`config.mk`:
```
export PLATFORM = sky130hd
export DESIGN_NAME = bfs_unit
export DESIGN_NICKNAME = d
export VERILOG_FILES = /design/src/hdl/bfs_pkg.sv /design/src/hdl/bfs_queue_if.sv /design/src/hdl/bfs_queue.sv /design/src/hdl/bfs_core.sv /design/src/hdl/bfs_unit.sv
export SDC_FILE = /design/constraint.sdc
export NUM_CORES = 1
export LEC_CHECK = 0
export BUFFER_PORTS_ARGS = -buffer_cell sky130_fd_sc_hd__clkbuf_2
export CAP_MARGIN = 20
export CORE_MARGIN = 4
export CORE_UTILIZATION = 40
export CTS_CLUSTER_SIZE = 16
export DETAILED_ROUTE_END_ITERATION = 7
export HOLD_SLACK_MARGIN = 0.05
export PLACE_DENSITY = 0.65
export SLEW_MARGIN = 15
export SYNTH_ARGS = -nofsm -noshare
export SYNTH_HDL_FRONTEND = slang
export SYNTH_SLANG_ARGS = --single-unit
```
`constraint.sdc`:
```
create_clock -name clk -period 4.65 [get_ports clk]
set_clock_uncertainty 0.1 [all_clocks]
set_input_delay 0.465 -clock clk [delete_from_list [all_inputs] [get_ports clk]]
set_output_delay 0.465 -clock clk [all_outputs]
set_load 0.01 [all_outputs]
```
`src/hdl/bfs_pkg.sv`:
```
package bfs_pkg;

  // Graph node address
  typedef logic [31:0] node_addr_t;

  // One cache read beat
  typedef logic [63:0] beat_t;

  // Header beat layout
  localparam int hdr_mark_bit  = 63;
  localparam int hdr_count_lsb = 32;
  localparam int hdr_count_w   = 4;

  typedef logic [hdr_count_w-1:0] neigh_cnt_t;

  // Processor side tags
  typedef logic [6:0] robid_t;
  typedef logic [5:0] rd_t;

  // Search FSM states
  typedef enum logic [2:0] {
    idle,
    init,
    node_header,
    add_neighs,
    report
  } bfs_state_t;

endpackage

```
`src/hdl/bfs_queue_if.sv`:
```
`timescale 1ns/10ps

interface bfs_queue_if import bfs_pkg::*; #(
  parameter int QUEUE_DEPTH = 16
) ();

  localparam int count_w = $clog2(QUEUE_DEPTH + 1);

  // Bit 0 pushes the low word, bit 1 the high word
  logic [1:0]         enq_req;
  beat_t              enq_data;
  logic               deq_req;
  node_addr_t         deq_data;
  logic [count_w-1:0] count;
  logic               full;
  logic               empty;

  // Status decoded from the occupancy count
  assign full  = (count == count_w'(QUEUE_DEPTH));
  assign empty = (count == '0);

  modport core (
    output enq_req, enq_data, deq_req,
    input  deq_data, full, empty
  );

  modport queue (
    input  enq_req, enq_data, deq_req, empty,
    output deq_data, count
  );

endinterface

```
`src/hdl/bfs_queue.sv`:
```
`timescale 1ns/10ps

module bfs_queue import bfs_pkg::*; #(
  parameter int QUEUE_DEPTH = 16
) (
  input logic clk,
  input logic arst_n,
  input logic clr,
  bfs_queue_if.queue q
);

  localparam int ptr_w   = (QUEUE_DEPTH > 1) ? $clog2(QUEUE_DEPTH) : 1;
  localparam int count_w = $clog2(QUEUE_DEPTH + 1);

  node_addr_t         mem [QUEUE_DEPTH];
  logic [ptr_w-1:0]   rd_ptr;
  logic [ptr_w-1:0]   wr_ptr;
  logic [count_w-1:0] count_q;
  logic [1:0]         n_enq;
  logic               deq_fire;

  // Wrap works for any depth, not only powers of two
  function automatic logic [ptr_w-1:0] ptr_inc(input logic [ptr_w-1:0] p);
    return (p == ptr_w'(QUEUE_DEPTH - 1)) ? '0 : p + 1'b1;
  endfunction

  assign n_enq    = {1'b0, q.enq_req[0]} + {1'b0, q.enq_req[1]};
  assign deq_fire = q.deq_req & ~q.empty;

  assign q.deq_data = mem[rd_ptr];
  assign q.count    = count_q;

  // Storage, low word goes in first on a double push
  always_ff @(posedge clk) begin
    case (q.enq_req)
      2'b01: mem[wr_ptr] <= q.enq_data[31:0];
      2'b10: mem[wr_ptr] <= q.enq_data[63:32];
      2'b11: begin
        mem[wr_ptr]          <= q.enq_data[31:0];
        mem[ptr_inc(wr_ptr)] <= q.enq_data[63:32];
      end
      default: begin
      end
    endcase
  end

  always_ff @(posedge clk or negedge arst_n) begin
    if (!arst_n) begin
      rd_ptr  <= '0;
      wr_ptr  <= '0;
      count_q <= '0;
    end else if (clr) begin
      rd_ptr  <= '0;
      wr_ptr  <= '0;
      count_q <= '0;
    end else begin
      if (n_enq == 2'd2) begin
        wr_ptr <= ptr_inc(ptr_inc(wr_ptr));
      end else if (n_enq == 2'd1) begin
        wr_ptr <= ptr_inc(wr_ptr);
      end
      if (deq_fire) begin
        rd_ptr <= ptr_inc(rd_ptr);
      end
      count_q <= count_q + count_w'(n_enq) - count_w'(deq_fire);
    end
  end

  // Pushes never exceed the free space left after this cycle's pop
  a_no_overflow: assert property (@(posedge clk) disable iff (!arst_n)
    (|q.enq_req && !clr) |->
      (int'(count_q) + int'(n_enq) - int'(deq_fire) <= QUEUE_DEPTH));

  a_no_underflow: assert property (@(posedge clk) disable iff (!arst_n)
    q.deq_req |-> !q.empty);

endmodule

```
`src/hdl/bfs_core.sv`:
```
`timescale 1ns/10ps

module bfs_core import bfs_pkg::*; (
  input  logic       clk,
  input  logic       arst_n,

  input  logic       rename_bfs_write,
  input  robid_t     rename_robid,
  input  rd_t        rename_rd,
  input  node_addr_t rename_op1,
  input  node_addr_t rename_op2,
  output logic       bfs_stall,

  output logic       bfs_valid,
  output robid_t     bfs_robid,
  output rd_t        bfs_rd,
  output logic       bfs_result,
  input  logic       wb_bfs_stall,

  output logic       bfs_dc_req,
  output node_addr_t bfs_dc_addr,
  input  logic       dc_ready,
  input  logic       dc_rbuf_empty,
  input  logic       dc_fs,
  input  beat_t      dc_rdata,

  input  logic       rob_flush,
  output logic       q_clr,
  bfs_queue_if.core  q
);

  bfs_state_t state_q;
  bfs_state_t state_d;
  neigh_cnt_t neigh_ct_q;
  neigh_cnt_t neigh_ct_d;
  robid_t     robid_q;
  rd_t        rd_q;
  node_addr_t start_q;
  node_addr_t target_q;
  logic       found_q;
  logic       accept;
  logic       done;
  logic       hdr_marked;
  neigh_cnt_t hdr_count;
  logic       last_neigh_beat;

  assign accept = rename_bfs_write & ~bfs_stall;

  // Command latch
  always_ff @(posedge clk) begin
    if (accept) begin
      robid_q  <= rename_robid;
      rd_q     <= rename_rd;
      start_q  <= rename_op1;
      target_q <= rename_op2;
    end
  end

  // Fetch the queue head whenever the cache can take it
  assign q.deq_req   = ~q.empty & dc_ready;
  assign bfs_dc_req  = q.deq_req;
  assign bfs_dc_addr = q.deq_data;

  assign hdr_marked = dc_rdata[hdr_mark_bit];
  assign hdr_count  = dc_rdata[hdr_count_lsb +: hdr_count_w];

  // One or two neighbors left means this beat is the last
  assign last_neigh_beat = (neigh_ct_q <= neigh_cnt_t'(2));

  // Nothing queued and nothing in flight
  assign done = q.empty & dc_rbuf_empty &
                ((state_q == node_header) | (state_q == add_neighs));

  assign q_clr = done | rob_flush;

  always_comb begin
    state_d    = state_q;
    neigh_ct_d = neigh_ct_q;
    q.enq_req  = 2'b00;
    q.enq_data = dc_rdata;
    case (state_q)
      idle: begin
        if (accept) begin
          state_d = init;
        end
      end
      init: begin
        q.enq_req  = 2'b01;
        q.enq_data = {32'b0, start_q};
        state_d    = node_header;
      end
      node_header: begin
        if (done) begin
          state_d = report;
        end else if (dc_fs && !hdr_marked && hdr_count != '0) begin
          neigh_ct_d = hdr_count;
          state_d    = add_neighs;
        end
      end
      add_neighs: begin
        // High word only when a second neighbor remains
        q.enq_req  = {~last_neigh_beat | (neigh_ct_q == neigh_cnt_t'(2)), 1'b1};
        neigh_ct_d = last_neigh_beat ? '0 : neigh_ct_q - neigh_cnt_t'(2);
        if (done) begin
          state_d = report;
        end else if (last_neigh_beat) begin
          state_d = node_header;
        end
      end
      report: begin
        if (!wb_bfs_stall) begin
          state_d = idle;
        end
      end
      default: state_d = idle;
    endcase
  end

  always_ff @(posedge clk or negedge arst_n) begin
    if (!arst_n) begin
      state_q    <= idle;
      neigh_ct_q <= '0;
      found_q    <= 1'b0;
    end else if (rob_flush) begin
      state_q    <= idle;
      neigh_ct_q <= '0;
      found_q    <= 1'b0;
    end else begin
      state_q    <= state_d;
      neigh_ct_q <= neigh_ct_d;
      if (state_q == init) begin
        found_q <= 1'b0;
      end else if (q.deq_req && q.deq_data == target_q) begin
        found_q <= 1'b1;
      end
    end
  end

  assign bfs_stall  = (state_q != idle);
  assign bfs_valid  = (state_q == report);
  assign bfs_result = found_q;
  assign bfs_robid  = robid_q;
  assign bfs_rd     = rd_q;

  // Writes during a search never touch the latched command
  a_accept_idle: assert property (@(posedge clk) disable iff (!arst_n)
    (rename_bfs_write && state_q != idle) |=>
      $stable({robid_q, rd_q, start_q, target_q}));

  // Neighbor pushes only land when the queue has room or is draining
  a_enq_room: assert property (@(posedge clk) disable iff (!arst_n)
    (q.enq_req != 2'b00 && q.full && !q_clr) |-> q.deq_req);

endmodule

```
`src/hdl/bfs_unit.sv`:
```
`timescale 1ns/10ps

module bfs_unit import bfs_pkg::*; #(
  parameter int QUEUE_DEPTH = 16
) (
  input  logic       clk,
  input  logic       arst_n,

  input  logic       rename_bfs_write,
  input  robid_t     rename_robid,
  input  rd_t        rename_rd,
  input  node_addr_t rename_op1,
  input  node_addr_t rename_op2,
  output logic       bfs_stall,

  output logic       bfs_valid,
  output robid_t     bfs_robid,
  output rd_t        bfs_rd,
  output logic       bfs_result,
  input  logic       wb_bfs_stall,

  output logic       bfs_dc_req,
  output node_addr_t bfs_dc_addr,
  input  logic       dc_ready,
  input  logic       dc_rbuf_empty,
  input  logic       dc_fs,
  input  beat_t      dc_rdata,

  input  logic       rob_flush
);

  logic q_clr;

  bfs_queue_if #(.QUEUE_DEPTH(QUEUE_DEPTH)) q_if ();

  bfs_core i_core (
    .clk              (clk),
    .arst_n           (arst_n),
    .rename_bfs_write (rename_bfs_write),
    .rename_robid     (rename_robid),
    .rename_rd        (rename_rd),
    .rename_op1       (rename_op1),
    .rename_op2       (rename_op2),
    .bfs_stall        (bfs_stall),
    .bfs_valid        (bfs_valid),
    .bfs_robid        (bfs_robid),
    .bfs_rd           (bfs_rd),
    .bfs_result       (bfs_result),
    .wb_bfs_stall     (wb_bfs_stall),
    .bfs_dc_req       (bfs_dc_req),
    .bfs_dc_addr      (bfs_dc_addr),
    .dc_ready         (dc_ready),
    .dc_rbuf_empty    (dc_rbuf_empty),
    .dc_fs            (dc_fs),
    .dc_rdata         (dc_rdata),
    .rob_flush        (rob_flush),
    .q_clr            (q_clr),
    .q                (q_if.core)
  );

  bfs_queue #(.QUEUE_DEPTH(QUEUE_DEPTH)) i_queue (
    .clk    (clk),
    .arst_n (arst_n),
    .clr    (q_clr),
    .q      (q_if.queue)
  );

endmodule

```
==> results list <==
- Summed over all cells, the static leakage comes to 12.3 nW.
- Top layer used by detailed routing: met4
- When the netlist entered floorplanning its net count stood at 2803.
- The cell that appears most often on the critical path is sky130_fd_sc_hd__o21ai_0.
* Share of layout cells above drive strength 1: 18.2%
* Area growth from synthesis to layout: 17.8%
- Largest net degree at the start of global routing: 66
* CP Class: flip-flop to output port
- Inst Count DP: 3627
* Average wire per standard cell: 26.4 um
* First-pass GRT wire length: 146000 um
- Pin placement for this block handled 198 I/O pins.
* Estimated wirelength of the detail-placed design: 58700 um
- DIE AREA: 0.0793 mm2
- Among all flip-flop cells after synthesis, the most frequent one is sky130_fd_sc_hd__edfxtp_1.
- Total Power Consumption: 16.5 mW
* Synthesized area per cell: 11.4 um2
* Arrival time at the worst endpoint: 3.46 ns
- Quantity of I/O buffers inserted on ports: 197
* Status: completed
* Detail Route met2 WL: 47100 um
- For this configuration, the core starts out at a cell density of 40.3%.
* GPL Wtd Cong: 0.935
* Clock tree from TritonCTS: done
- The clock drives 610 sinks.
- Final max-slew violation count: 0
- The number of endpoints with negative hold slack in the final report was 0.
* Post-route standard cell area excluding fillers: 0.0353 mm2
- Summed over all layers, the global routing overflow is 0.
- Detailed-route wire length: 101000 um
- Areal power density over the cells: 468 mW/mm2
- Proportion of synthesized chip area in sequential cells: 60.8%
- Critical-path top delay cell: sky130_fd_sc_hd__dfrtp_4
- Least setup slack across all paths after layout: 0.624 ns
* Part of the cycle the worst path needs: 86.6%
* Required time of the critical path: 4.09 ns
* Vias in the first global route: 22.1k
- Library cell used as clock root buffer: sky130_fd_sc_hd__clkbuf_16
- In this run the standard cell core region covers 0.0743 mm2.
- Worst reg2reg setup slack: 0.68 ns
- Of all nets on the critical path, the largest fanout is 44.
- In the final routing, the length of wire on met1 measures 37400 um.
- Netlist area before placement: 0.0300 mm2
* Vias: 23.0k
- After the flow finishes, the layout carries non-filler instances totaling 3841.
* Die span in y: 282 um
- Maximum clock path buffer count: 3
* Max Cap Viol: 0
- DRT iter0 DRCs: 3277
* Aggregate global-route resource usage: 25.1%
- The worst-case IR drop observed on VDD is 0.000260 V.
* Delay of the slowest cell on the worst path: 0.89 ns
- Setup TNS: 0 ns
- After detailed placement, the total cell area comes to 0.0320 mm2.
* Synth cell types: 62
- Post-CTS Resized: 0
- RSZ-0062 raised after global routing: false
- At the pin with the least slew margin, the transition time is 1.13 ns.
* CP Capture Type: output port
- The initial antenna violation count came to 0.
- The routed design could run at a clock period as short as 4.03 ns.
- Detailed-router iteration count before antenna repair: 7
* EDFF count, synth: 589
- In this run the remaining antenna-violating nets after routing total 0.
- Measured along the x axis, the die boundary spans 282 um.
- In this run, CTS created clock tree buffers numbering 72.
- WL met3: 12400 um
- Number of instances in the synthesized netlist: 2638
- Filler cell count: 6617
- Async SR Flop Fraction: 3.44%
* Rows: 100
* Final net count: 2979
- The signal on the critical path passes through buf_12 -> mux4_2 -> o21ai_0 -> o21ai_0 -> clkbuf_2.
- Count of final setup violators: 0
- Type of the worst min-delay path: primary input to flip-flop
- Final hold analysis gives a worst-case slack of 0.107 ns.
- Placement Setup Slack: 0.719 ns
- After clock tree synthesis, the clock-pin slew on the worst setup and hold paths is 0.06 ns.
* Latest clock arrival within the worst-skew pair: 0.63 ns
- During synthesis, Yosys emitted a total of 0 warnings.
* FMAX: 248 MHz
* Count of unresolved DRC violations after routing: 0
- 0 antenna diodes ended up in the layout.
* Startpoint type of the worst setup path: flip-flop
* Tightest slew margin relative to the limit: 24.8%
* Flip-flop and latch count after synthesis: 610
- Once layout is complete, the utilization of the core stands at 47.5%.
- In the routed layout, each cell is associated on average with a via count of 5.98.
- Count of H-tree levels built during CTS: 3
worst max-delay path, delay by kind of cell, from the launching register on:
kind                   cells  cell delay, ns
flip-flops                 1            0.89
AO/OA/AOI/OAI              2            0.77
multiplexers               1            0.54
buffers and inverters      2            0.60
kinds of logic after synthesis:
family                     after synthesis  share of synthesized area [%]
AOI/OAI and AO/OA                      688                           12.5
xor gates and xnor gates                25                          0.731
DFF                                    610                           60.8
and+or+nand+nor                        850                           11.2
muxes                                  182                           10.4
adders and majority gates               16                          0.693
buffers and inverters                  267                           3.70
worst paths after layout:
| path | from | to | cells past startpoint |
|---|---|---|---|
| hold / removal | rob_flush | i_core.neigh_ct_q[0] | 2 |
| max in group asynchronous | arst_n | i_queue.rd_ptr[1] | 2 |
| hold reg to reg | i_core.neigh_ct_q[0] | i_core.neigh_ct_q[0] | 2 |
| min in group asynchronous | arst_n | i_queue.q.count[3] | 2 |
| setup / recovery | i_queue.rd_ptr[1] | bfs_dc_addr[14] | 5 |
| setup reg to reg | i_queue.rd_ptr[0] | i_core.bfs_result | 9 |
layout make-up:
type | instances | area [um2] | area share, %
Sequential cell | 610 | 18200 | 51.7
Multi-Input combinational cell | 1761 | 10900 | 30.8
Timing Repair Buffer | 346 | 2420 | 6.87
Clock buffer | 88 | 1880 | 5.34
Tap cell | 969 | 1210 | 3.44
Clock inverter | 44 | 601 | 1.70
Inverter | 23 | 86.3 | 0.245
cell usage after synthesis, drive strengths merged, types with 4 or more instances:
cell | count | share of area [%]
o22ai | 13 | 0.27
buf | 57 | 1.1
and2 | 6 | 0.13
a21oi | 545 | 9.1
mux2 | 6 | 0.23
mux4 | 102 | 7.7
ha | 15 | 0.63
xnor2 | 9 | 0.26
clkbuf | 187 | 2.3
nor2b | 10 | 0.21
a211oi | 4 | 0.10
nor3 | 11 | 0.18
inv | 23 | 0.29
mux2i | 74 | 2.5
nand3 | 6 | 0.10
a21o | 9 | 0.23
a31oi | 10 | 0.21
or3 | 5 | 0.10
a221oi | 7 | 0.23
edfxtp | 589 | 59
o21ai | 32 | 0.53
nor2 | 578 | 7.2
xor2 | 16 | 0.47
or4 | 4 | 0.10
dfrtp | 21 | 1.8
nand2b | 7 | 0.15
a22oi | 34 | 0.87
nand2 | 208 | 2.6
timing repair:
| item | CTS | global route |
|---|---|---|
| hold buffers | 80 | 0 |
| setup buffers | 0 | 0 |
| endpoints found under the hold margin | 99 | 0 |
sequential cells by signal, indices dropped and copies added (netlist names):
register,cells
i_core.bfs_robid,7
i_core.state_q,3
i_core.start_q,32
i_core.target_q,32
i_core.neigh_ct_q,4
i_queue.q.count,5
i_queue.mem,512
i_core.bfs_rd,6
i_queue.wr_ptr,4
i_core.bfs_result,1
i_queue.rd_ptr,4
report_power, final:
| group | total, mW | internal (mW) | switching (mW) |
|---|---|---|---|
| Sequential | 6.65 | 6.46 | 0.188 |
| Clock | 6.00 | 3.63 | 2.37 |
| Combinational | 3.86 | 1.51 | 2.35 |
| Total | 16.5 | 11.6 | 4.91 |
routing by layer:
layer	up-vias	GRT usage [%]
met3	267	5.13
met2	1565	39.9
met4	0	10.6
li1	9993	-
met5	-	0
met1	11100	33.8
placed cells by master, fill, tap and decap left out, types with 16 or more instances in the layout:
master / count
sky130_fd_sc_hd__buf_4: 60
sky130_fd_sc_hd__a21oi_1: 545
sky130_fd_sc_hd__nand2_1: 208
sky130_fd_sc_hd__clkbuf_16: 73
sky130_fd_sc_hd__mux4_2: 102
sky130_fd_sc_hd__inv_1: 23
sky130_fd_sc_hd__dfrtp_1: 17
sky130_fd_sc_hd__clkbuf_2: 197
sky130_fd_sc_hd__nor2_1: 561
sky130_fd_sc_hd__a22oi_1: 33
sky130_fd_sc_hd__mux2i_1: 74
sky130_fd_sc_hd__nor2_4: 17
sky130_fd_sc_hd__o21ai_0: 28
sky130_fd_sc_hd__edfxtp_1: 589
sky130_fd_sc_hd__xor2_1: 16
sky130_fd_sc_hd__dlygate4sd3_1: 80
No activity file was read; power rests on OpenSTA's default activity.
